$ cat src/common/mips_config.svh
`ifndef MIPS_CONFIG_SVH
`define MIPS_CONFIG_SVH

// PC value loaded at reset.
`define MIPS_RESET_PC 32'h0000_0000

// Data word width.
`define MIPS_XLEN 32

`endif

$ cat src/common/mips_pkg.sv
`default_nettype none

package mips_pkg;

    // One instruction word read as R, I or J format.
    typedef union packed {
        struct packed {
            logic [5:0] opcode;
            logic [4:0] rs;
            logic [4:0] rt;
            logic [4:0] rd;
            logic [4:0] shamt;
            logic [5:0] funct;
        } r;
        struct packed {
            logic [5:0]  opcode;
            logic [4:0]  rs;
            logic [4:0]  rt;
            logic [15:0] imm16;
        } i;
        struct packed {
            logic [5:0]  opcode;
            logic [25:0] target26;
        } j;
    } instr_u;

    typedef enum logic [5:0] {
        OP_RTYPE = 6'b000000,
        OP_BGEZ  = 6'b000001,
        OP_J     = 6'b000010,
        OP_JAL   = 6'b000011,
        OP_BEQ   = 6'b000100,
        OP_BNE   = 6'b000101,
        OP_BLEZ  = 6'b000110,
        OP_BGTZ  = 6'b000111,
        OP_ADDI  = 6'b001000,
        OP_ADDIU = 6'b001001,
        OP_SLTI  = 6'b001010,
        OP_ANDI  = 6'b001100,
        OP_ORI   = 6'b001101,
        OP_XORI  = 6'b001110,
        OP_LUI   = 6'b001111,
        OP_LW    = 6'b100011,
        OP_SW    = 6'b101011
    } opcode_e;

    typedef enum logic [5:0] {
        FN_SLL     = 6'b000000,
        FN_SRL     = 6'b000010,
        FN_SRA     = 6'b000011,
        FN_SLLV    = 6'b000100,
        FN_SRLV    = 6'b000110,
        FN_JR      = 6'b001000,
        FN_SYSCALL = 6'b001100,
        FN_ADD     = 6'b100000,
        FN_ADDU    = 6'b100001,
        FN_SUB     = 6'b100010,
        FN_SUBU    = 6'b100011,
        FN_AND     = 6'b100100,
        FN_OR      = 6'b100101,
        FN_XOR     = 6'b100110,
        FN_NOR     = 6'b100111,
        FN_SLT     = 6'b101010
    } funct_e;

    typedef enum logic [3:0] {
        ALU_ADD,
        ALU_SUB,
        ALU_AND,
        ALU_OR,
        ALU_XOR,
        ALU_NOR,
        ALU_SLT,
        ALU_SLL,
        ALU_SRL,
        ALU_SRA,
        ALU_LUI,
        ALU_PASS_A
    } alu_op_e;

endpackage

`default_nettype wire

$ cat src/common/ctrl_if.sv
`timescale 1ns/1ps
`default_nettype none

interface ctrl_if;

    logic               alu_src;
    logic               reg_dest;
    logic               link;
    logic               mem_to_reg;
    logic               branch_taken;
    logic               jump;
    logic               jump_register;
    logic               reg_write;
    logic               mem_write;
    logic               shift_by_shamt;
    logic               zero_extend;
    mips_pkg::alu_op_e  alu_op;

    modport decoder (
        output alu_src, reg_dest, link, mem_to_reg, branch_taken, jump,
        output jump_register, reg_write, mem_write, shift_by_shamt, zero_extend,
        output alu_op
    );

    modport datapath (
        input alu_src, reg_dest, link, mem_to_reg, branch_taken, jump,
        input jump_register, reg_write, mem_write, shift_by_shamt, zero_extend,
        input alu_op
    );

endinterface

`default_nettype wire

$ cat src/control/alu_controller.sv
`timescale 1ns/1ps
`default_nettype none

module alu_controller (
    input  mips_pkg::instr_u   instr,
    output mips_pkg::alu_op_e  alu_op
);

    always_comb begin
        alu_op = mips_pkg::ALU_ADD;
        case (instr.r.opcode)
            mips_pkg::OP_RTYPE: begin
                case (instr.r.funct)
                    mips_pkg::FN_ADD, mips_pkg::FN_ADDU: alu_op = mips_pkg::ALU_ADD;
                    mips_pkg::FN_SUB, mips_pkg::FN_SUBU: alu_op = mips_pkg::ALU_SUB;
                    mips_pkg::FN_AND:                    alu_op = mips_pkg::ALU_AND;
                    mips_pkg::FN_OR:                     alu_op = mips_pkg::ALU_OR;
                    mips_pkg::FN_XOR:                    alu_op = mips_pkg::ALU_XOR;
                    mips_pkg::FN_NOR:                    alu_op = mips_pkg::ALU_NOR;
                    mips_pkg::FN_SLT:                    alu_op = mips_pkg::ALU_SLT;
                    // Fixed and variable shifts share one ALU op.
                    mips_pkg::FN_SLL, mips_pkg::FN_SLLV: alu_op = mips_pkg::ALU_SLL;
                    mips_pkg::FN_SRL, mips_pkg::FN_SRLV: alu_op = mips_pkg::ALU_SRL;
                    mips_pkg::FN_SRA:                    alu_op = mips_pkg::ALU_SRA;
                    mips_pkg::FN_JR:                     alu_op = mips_pkg::ALU_PASS_A;
                    default:                             alu_op = mips_pkg::ALU_ADD;
                endcase
            end
            mips_pkg::OP_ADDI, mips_pkg::OP_ADDIU,
            mips_pkg::OP_LW, mips_pkg::OP_SW:    alu_op = mips_pkg::ALU_ADD;
            mips_pkg::OP_ANDI:                   alu_op = mips_pkg::ALU_AND;
            mips_pkg::OP_ORI:                    alu_op = mips_pkg::ALU_OR;
            mips_pkg::OP_XORI:                   alu_op = mips_pkg::ALU_XOR;
            mips_pkg::OP_SLTI:                   alu_op = mips_pkg::ALU_SLT;
            mips_pkg::OP_LUI:                    alu_op = mips_pkg::ALU_LUI;
            mips_pkg::OP_BEQ, mips_pkg::OP_BNE:  alu_op = mips_pkg::ALU_SUB;
            // Compare rs against zero through the flags.
            mips_pkg::OP_BLEZ, mips_pkg::OP_BGTZ,
            mips_pkg::OP_BGEZ:                   alu_op = mips_pkg::ALU_PASS_A;
            default:                             alu_op = mips_pkg::ALU_ADD;
        endcase
    end

endmodule

`default_nettype wire

$ cat src/control/control_unit.sv
`timescale 1ns/1ps
`default_nettype none

module control_unit (
    input  wire logic            clk,
    input  wire logic            rst_n,
    input  mips_pkg::instr_u     instr,
    input  wire logic            zero,
    input  wire logic            negative,
    ctrl_if.decoder              ctrl,
    output logic                 halted
);

    logic is_syscall;
    logic is_branch;
    logic reg_write_raw;
    logic mem_write_raw;
    logic halt_q;

    alu_controller alu_controller_inst (
        .instr  (instr),
        .alu_op (ctrl.alu_op)
    );

    always_comb begin
        ctrl.alu_src        = 1'b0;
        ctrl.reg_dest       = 1'b0;
        ctrl.link           = 1'b0;
        ctrl.mem_to_reg     = 1'b0;
        ctrl.jump           = 1'b0;
        ctrl.jump_register  = 1'b0;
        ctrl.shift_by_shamt = 1'b0;
        ctrl.zero_extend    = 1'b0;
        reg_write_raw       = 1'b0;
        mem_write_raw       = 1'b0;
        is_syscall          = 1'b0;
        is_branch           = 1'b0;

        case (instr.r.opcode)
            mips_pkg::OP_RTYPE: begin
                case (instr.r.funct)
                    mips_pkg::FN_SYSCALL: is_syscall = 1'b1;
                    mips_pkg::FN_JR:      ctrl.jump_register = 1'b1;
                    mips_pkg::FN_SLL, mips_pkg::FN_SRL, mips_pkg::FN_SRA: begin
                        ctrl.reg_dest       = 1'b1;
                        ctrl.shift_by_shamt = 1'b1;
                        reg_write_raw       = 1'b1;
                    end
                    mips_pkg::FN_ADD, mips_pkg::FN_ADDU, mips_pkg::FN_SUB,
                    mips_pkg::FN_SUBU, mips_pkg::FN_AND, mips_pkg::FN_OR,
                    mips_pkg::FN_XOR, mips_pkg::FN_NOR, mips_pkg::FN_SLT,
                    mips_pkg::FN_SLLV, mips_pkg::FN_SRLV: begin
                        ctrl.reg_dest = 1'b1;
                        reg_write_raw = 1'b1;
                    end
                    default: begin
                    end
                endcase
            end
            mips_pkg::OP_ADDI, mips_pkg::OP_ADDIU, mips_pkg::OP_SLTI: begin
                ctrl.alu_src  = 1'b1;
                reg_write_raw = 1'b1;
            end
            // Logic immediates and LUI take the raw 16 bits.
            mips_pkg::OP_ANDI, mips_pkg::OP_ORI, mips_pkg::OP_XORI, mips_pkg::OP_LUI: begin
                ctrl.alu_src     = 1'b1;
                ctrl.zero_extend = 1'b1;
                reg_write_raw    = 1'b1;
            end
            mips_pkg::OP_LW: begin
                ctrl.alu_src    = 1'b1;
                ctrl.mem_to_reg = 1'b1;
                reg_write_raw   = 1'b1;
            end
            mips_pkg::OP_SW: begin
                ctrl.alu_src  = 1'b1;
                mem_write_raw = 1'b1;
            end
            mips_pkg::OP_BEQ, mips_pkg::OP_BNE, mips_pkg::OP_BLEZ,
            mips_pkg::OP_BGTZ, mips_pkg::OP_BGEZ: is_branch = 1'b1;
            mips_pkg::OP_J:   ctrl.jump = 1'b1;
            mips_pkg::OP_JAL: begin
                ctrl.jump     = 1'b1;
                ctrl.link     = 1'b1;
                reg_write_raw = 1'b1;
            end
            default: begin
            end
        endcase
    end

    // Branch condition from the ALU flags of this cycle.
    always_comb begin
        ctrl.branch_taken = 1'b0;
        if (is_branch) begin
            case (instr.i.opcode)
                mips_pkg::OP_BEQ:  ctrl.branch_taken = zero;
                mips_pkg::OP_BNE:  ctrl.branch_taken = ~zero;
                mips_pkg::OP_BLEZ: ctrl.branch_taken = zero | negative;
                mips_pkg::OP_BGTZ: ctrl.branch_taken = ~zero & ~negative;
                mips_pkg::OP_BGEZ: ctrl.branch_taken = ~negative;
                default:           ctrl.branch_taken = 1'b0;
            endcase
        end
    end

    // Halt is sticky until reset.
    always_ff @(posedge clk or negedge rst_n) begin
        if (!rst_n) begin
            halt_q <= 1'b0;
        end else if (is_syscall) begin
            halt_q <= 1'b1;
        end
    end

    assign ctrl.reg_write = reg_write_raw & ~halt_q;
    assign ctrl.mem_write = mem_write_raw & ~halt_q;
    assign halted         = halt_q;

endmodule

`default_nettype wire

$ cat src/source/reg_file.sv
`timescale 1ns/1ps
`default_nettype none

`include "mips_config.svh"

module reg_file (
    input  wire logic                   clk,
    input  wire logic                   rst_n,
    input  wire logic [4:0]             rs_addr,
    input  wire logic [4:0]             rt_addr,
    input  wire logic [4:0]             rd_addr,
    input  wire logic [`MIPS_XLEN-1:0]  wdata,
    input  wire logic                   we,
    output logic      [`MIPS_XLEN-1:0]  rs_data,
    output logic      [`MIPS_XLEN-1:0]  rt_data
);

    logic [`MIPS_XLEN-1:0] regs [32];

    always_ff @(posedge clk or negedge rst_n) begin
        if (!rst_n) begin
            for (int i = 0; i < 32; i++) begin
                regs[i] <= '0;
            end
        end else if (we && rd_addr != 5'd0) begin
            regs[rd_addr] <= wdata;
        end
    end

    // r0 is never written, so it reads as zero.
    assign rs_data = regs[rs_addr];
    assign rt_data = regs[rt_addr];

endmodule

`default_nettype wire

$ cat src/source/alu.sv
`timescale 1ns/1ps
`default_nettype none

`include "mips_config.svh"

module alu (
    input  wire logic [`MIPS_XLEN-1:0]  a,
    input  wire logic [`MIPS_XLEN-1:0]  b,
    input  wire logic [4:0]             shamt,
    input  mips_pkg::alu_op_e           op,
    output logic      [`MIPS_XLEN-1:0]  result,
    output logic                        zero,
    output logic                        negative
);

    logic slt_bit;

    assign slt_bit = $signed(a) < $signed(b);

    always_comb begin
        case (op)
            mips_pkg::ALU_ADD:    result = a + b;
            mips_pkg::ALU_SUB:    result = a - b;
            mips_pkg::ALU_AND:    result = a & b;
            mips_pkg::ALU_OR:     result = a | b;
            mips_pkg::ALU_XOR:    result = a ^ b;
            mips_pkg::ALU_NOR:    result = ~(a | b);
            mips_pkg::ALU_SLT:    result = {{(`MIPS_XLEN-1){1'b0}}, slt_bit};
            // Shifts act on the rt operand.
            mips_pkg::ALU_SLL:    result = b << shamt;
            mips_pkg::ALU_SRL:    result = b >> shamt;
            mips_pkg::ALU_SRA:    result = $signed(b) >>> shamt;
            mips_pkg::ALU_LUI:    result = {b[15:0], {(`MIPS_XLEN-16){1'b0}}};
            mips_pkg::ALU_PASS_A: result = a;
            default:              result = '0;
        endcase
    end

    assign zero     = (result == '0);
    assign negative = result[`MIPS_XLEN-1];

endmodule

`default_nettype wire

$ cat src/source/mips_core.sv
`timescale 1ns/1ps
`default_nettype none

`include "mips_config.svh"

module mips_core (
    input  wire logic                   clk,
    input  wire logic                   rst_n,
    output logic      [`MIPS_XLEN-1:0]  imem_addr,
    input  wire logic [`MIPS_XLEN-1:0]  imem_data,
    output logic      [`MIPS_XLEN-1:0]  dmem_addr,
    output logic      [`MIPS_XLEN-1:0]  dmem_wdata,
    output logic                        dmem_we,
    input  wire logic [`MIPS_XLEN-1:0]  dmem_rdata,
    output logic                        halted
);

    mips_pkg::instr_u       instr;
    logic [`MIPS_XLEN-1:0]  pc;
    logic [`MIPS_XLEN-1:0]  pc_plus4;
    logic [`MIPS_XLEN-1:0]  branch_target;
    logic [`MIPS_XLEN-1:0]  jump_target;
    logic [`MIPS_XLEN-1:0]  next_pc;
    logic [`MIPS_XLEN-1:0]  imm_ext;
    logic [`MIPS_XLEN-1:0]  rs_data;
    logic [`MIPS_XLEN-1:0]  rt_data;
    logic [`MIPS_XLEN-1:0]  alu_b;
    logic [`MIPS_XLEN-1:0]  alu_result;
    logic [`MIPS_XLEN-1:0]  wb_data;
    logic [4:0]             wb_addr;
    logic [4:0]             shift_amt;
    logic                   alu_zero;
    logic                   alu_negative;

    ctrl_if ctrl_bus ();

    assign instr     = imem_data;
    assign imem_addr = pc;

    control_unit control_unit_inst (
        .clk      (clk),
        .rst_n    (rst_n),
        .instr    (instr),
        .zero     (alu_zero),
        .negative (alu_negative),
        .ctrl     (ctrl_bus.decoder),
        .halted   (halted)
    );

    assign imm_ext = ctrl_bus.zero_extend
                   ? {{(`MIPS_XLEN-16){1'b0}}, instr.i.imm16}
                   : {{(`MIPS_XLEN-16){instr.i.imm16[15]}}, instr.i.imm16};

    assign pc_plus4      = pc + `MIPS_XLEN'd4;
    assign branch_target = pc_plus4 + {imm_ext[`MIPS_XLEN-3:0], 2'b00};
    assign jump_target   = {pc_plus4[`MIPS_XLEN-1:28], instr.j.target26, 2'b00};

    always_comb begin
        if (ctrl_bus.jump_register) begin
            next_pc = rs_data;
        end else if (ctrl_bus.jump) begin
            next_pc = jump_target;
        end else if (ctrl_bus.branch_taken) begin
            next_pc = branch_target;
        end else begin
            next_pc = pc_plus4;
        end
    end

    // Fetch stops once the core has halted.
    always_ff @(posedge clk or negedge rst_n) begin
        if (!rst_n) begin
            pc <= `MIPS_RESET_PC;
        end else if (!halted) begin
            pc <= next_pc;
        end
    end

    assign wb_addr = ctrl_bus.link     ? 5'd31
                   : ctrl_bus.reg_dest ? instr.r.rd
                   :                     instr.r.rt;

    assign wb_data = ctrl_bus.link       ? pc_plus4
                   : ctrl_bus.mem_to_reg ? dmem_rdata
                   :                       alu_result;

    reg_file reg_file_inst (
        .clk     (clk),
        .rst_n   (rst_n),
        .rs_addr (instr.r.rs),
        .rt_addr (instr.r.rt),
        .rd_addr (wb_addr),
        .wdata   (wb_data),
        .we      (ctrl_bus.reg_write),
        .rs_data (rs_data),
        .rt_data (rt_data)
    );

    assign alu_b     = ctrl_bus.alu_src ? imm_ext : rt_data;
    assign shift_amt = ctrl_bus.shift_by_shamt ? instr.r.shamt : rs_data[4:0];

    alu alu_inst (
        .a        (rs_data),
        .b        (alu_b),
        .shamt    (shift_amt),
        .op       (ctrl_bus.alu_op),
        .result   (alu_result),
        .zero     (alu_zero),
        .negative (alu_negative)
    );

    assign dmem_addr  = alu_result;
    assign dmem_wdata = rt_data;
    assign dmem_we    = ctrl_bus.mem_write;

endmodule

`default_nettype wire

$ cat config.mk
export PLATFORM = sky130hd
export DESIGN_NAME = mips_core
export DESIGN_NICKNAME = d
export VERILOG_FILES = /design/src/common/mips_pkg.sv /design/src/common/ctrl_if.sv /design/src/control/alu_controller.sv /design/src/control/control_unit.sv /design/src/source/reg_file.sv /design/src/source/alu.sv /design/src/source/mips_core.sv
export VERILOG_INCLUDE_DIRS = /design/src /design/src/common
export SDC_FILE = /design/constraint.sdc
export NUM_CORES = 2
export LEC_CHECK = 0
export BUFFER_PORTS_ARGS = -buffer_cell sky130_fd_sc_hd__buf_2
export CORE_AREA = 2 2 382 384
export DETAILED_ROUTE_END_ITERATION = 8
export DIE_AREA = 0 0 384 386
export PLACE_DENSITY = 0.69
export SETUP_SLACK_MARGIN = 0.1
export SYNTH_ARGS = -nofsm -noshare
export SYNTH_HDL_FRONTEND = slang
export SYNTH_HIERARCHICAL = 1
export SYNTH_SLANG_ARGS = --single-unit
$ cat constraint.sdc
create_clock -name clk -period 18.2 [get_ports clk]
set_clock_uncertainty 0.05 [all_clocks]
set_input_delay 2.73 -clock clk [delete_from_list [all_inputs] [get_ports clk]]
set_output_delay 2.73 -clock clk [all_outputs]
set_load 0.01 [all_outputs]
==> run summary <==
final worst path period need: 13.54 ns
Ys Warns: 6
Crit. End Element: output port
CTS Hold Bufs: 0
commonest non-fill, non-tap cells in the layout: 1,114 x mux2i_1, 1,056 x dfrtp_1, 1,009 x mux2_2
Final HPWL DP: 176,000 um
Critical Path RT: 15.42 ns
Post-synth top flop: dfrtp_1
Yosys reg bits: 1,057
Register-to-Register Path Depth: 28
Cell Area, Synth: 71,800 um^2
outcome: finished with violations
critical path class: in -> out
GRT Total Usage: 36.5%
post-route cell area: 77,700 um^2
post-CTS setup buffers: 0
share of cells above drive strength 1: 25.1%
Cells after Synth: 6,925
clock buffer depth: 3
Max Cap Viol: 1
fmax: 73.9 MHz
initial drt markers: 7,444
Final setup viols: 0
# IOs: 164
drt wl/cell: 31.9 um
Die Wd: 384 um
Hold/Removal Path Class: reg -> reg
utilization after layout: 53.8%
CTS H-tree lvls: 3
die area: 148,000 um^2
DP Area: 74,000 um^2
setup_tns: 0 ns
Worst Setup Slack post-DPL: 5.09 ns
area added between synthesis and finish: 8.20%
Clock Tree Root: clkbuf_16
multi-input combinational cell area: 42,300 um^2
Post-synth ARST share: 100%
met2 usage: 55.4%
maximum vdd drop: 0.0911 mV
vias in the first global route: 57,999
via count: 60,020
failing checks: capacitance limit
Core Area: 145,000 um^2
initial antenna violation count: 13
Hold Vio Cnt, Final: 0
critical path fanouts, max: 73
RR Endpoint: imem_addr[31]
post-synth top area cell: dfrtp_1
largest net degree at the start of global routing: 184
power per cell area: 83.3 nW/um^2
most common cell after layout, fill and taps aside: mux2i_1
Avg Synthesized Cell Area: 10.4 um^2
Placer Congestion: 1.09
fin crit share: 74.4%
Routed Antenna Nets: 0
WL final: 278,000 um
cts repair resizes: 0
Worst Setup EP: dmem_addr[20]
placed insts: 8,501
max_slew headroom: 0.402%
Hold Path Depth: 0
Final nets: 6,903
ranking of synthesized cells by area: dfrtp_1 37%, mux2_2 16%, mux2i_1 16%, a21oi_1 2.5%, ha_1 2.4%
sequential element share of the synthesized area: 36.8%
CTS buffer count: 110
number of fill cells in the layout: 12,620
crit path from: imem_data[17]
reg2reg start: reg_file_inst/regs[773]
CTS tree: yes
Post-synth EDFFs: 0
Worst R2R Setup Slack: 8.65 ns
first-pass GRT wire length: 403,000 um
Slew Limit Fails: 0
critical path startpoint category: input port
grt peak-use layer: met2
row count: 140
total gr overflow: 0
met3 usage: 8.54%
Synth top area share: 36.8%
final setup margin: 4.66 ns
clk_lat worst skew: 0.79 ns
Critical Path AT: 10.76 ns
buffers added on ports: 163
Yosys cell types: 117
Non-Filler Instances: 8,707
die height: 386 um
via density per instance: 6.89
CTS sink cnt: 1,057
RSZ-0062 raised after global routing: false
global routing met1 resource utilization: 47.8%
FF/Latch Area: 26,500 um^2
drt first pass iters: 6
Clock Pin Slew Worst Setup and Hold Paths: 0.06 ns
Leakage: 37.2 nW
total nets after synthesis: 7,132
Starting Density: 49.7%
worst slew pin tran: 1.48 ns
Post-route DRC: 0
stage by stage:
step	hold slack [ns]	power, mW
2_1_floorplan	0.399	3.44
3_3_place_gp	0.334	4.14
3_5_place_dp	0.338	4.14
4_1_cts	0.351	6.42
5_1_grt	0.360	6.67
6_report	0.348	6.47
area by class of cell:
type	instances	area share, %
Multi-Input combinational cell	5043	54.5
Sequential cell	1057	34.0
Clock buffer	171	4.24
Tap cell	1917	3.09
Timing Repair Buffer	332	2.93
Inverter	152	0.734
Clock inverter	31	0.462
Antenna cell	4	0.0129
synth_stat cells, types with 48 or more instances:
master and number:
mux4_2 48, a21oi_1 364, a22oi_1 209, nor3_1 124
inv_1 150, mux2i_1 1114, dfrtp_1 1057, mux2_2 1011
nor2_1 189, ha_1 138, clkbuf_1 371, xnor2_1 49
nand2_1 440, nand3_1 246, buf_2 236, a22o_1 142
o21ai_0 173, a31oi_1 83
how the worst min path moves through the flow:
stage,startpoint,to,slack [ns]
finish,reg_file_inst/regs[995],reg_file_inst/regs[995],0.35
CTS,reg_file_inst/regs[1011],reg_file_inst/regs[1011],0.35
detailed placement,reg_file_inst/regs[1018],reg_file_inst/regs[1018],0.34
global route,reg_file_inst/regs[1018],reg_file_inst/regs[1018],0.36
floorplan,reg_file_inst/regs[1000],reg_file_inst/regs[1000],0.40
global placement,reg_file_inst/regs[1008],reg_file_inst/regs[1008],0.33
cells by family (layout without fill, tap and decap cells):
family                     after synthesis  in the layout  share of synthesized area [%]
and+or+nand+nor                       1267           1267                           8.45
other                                    0              4                              0
adders and majority gates              141            141                           2.49
buffers and inverters                  825            686                           4.92
muxes                                 2203           2203                           33.5
AOI/OAI and AO/OA                     1372           1372                           13.1
DFF                                   1057           1057                           36.8
xor gates and xnor gates                60             60                          0.732
sequential cells by signal (all words and copies together), names as in the netlist:
register / cells
imem_addr: 32
control_unit_inst/halted: 1
reg_file_inst/regs: 1024
where the power goes:
part | internal [mW] | leakage [nW] | switching, mW | total, mW
clock | 1.30 | 1.81 | 0.993 | 2.30
combinational | 0.505 | 20.7 | 1.31 | 1.81
sequential | 2.36 | 14.7 | 0.00849 | 2.37
layer usage:
| metal | share of wire (%) | up-vias |
|---|---|---|
| li1 | - | 25254 |
| met1 | 39 | 30426 |
| met2 | 44 | 3510 |
| met3 | 11 | 818 |
| met4 | 6.5 | 12 |
| met5 | 0.033 | - |
critical path: stages:
cell and delay (ns):
buf_8 0.53, buf_4 0.84, mux2i_1 0.18, a22o_1 0.26, nor3_1 0.17, a31oi_1 0.10, nand3_1 0.45, mux2_2 0.68
inv_1 0.15, ha_1 0.44, inv_2 0.14, a2111oi_1 0.67, o21ai_1 0.34, o21ai_0 0.76, nor3b_1 0.36, o32ai_1 0.14
xnor2_1 0.16, o21ai_0 1.13, buf_2 0.33
Power figures use the tool's default switching activity.
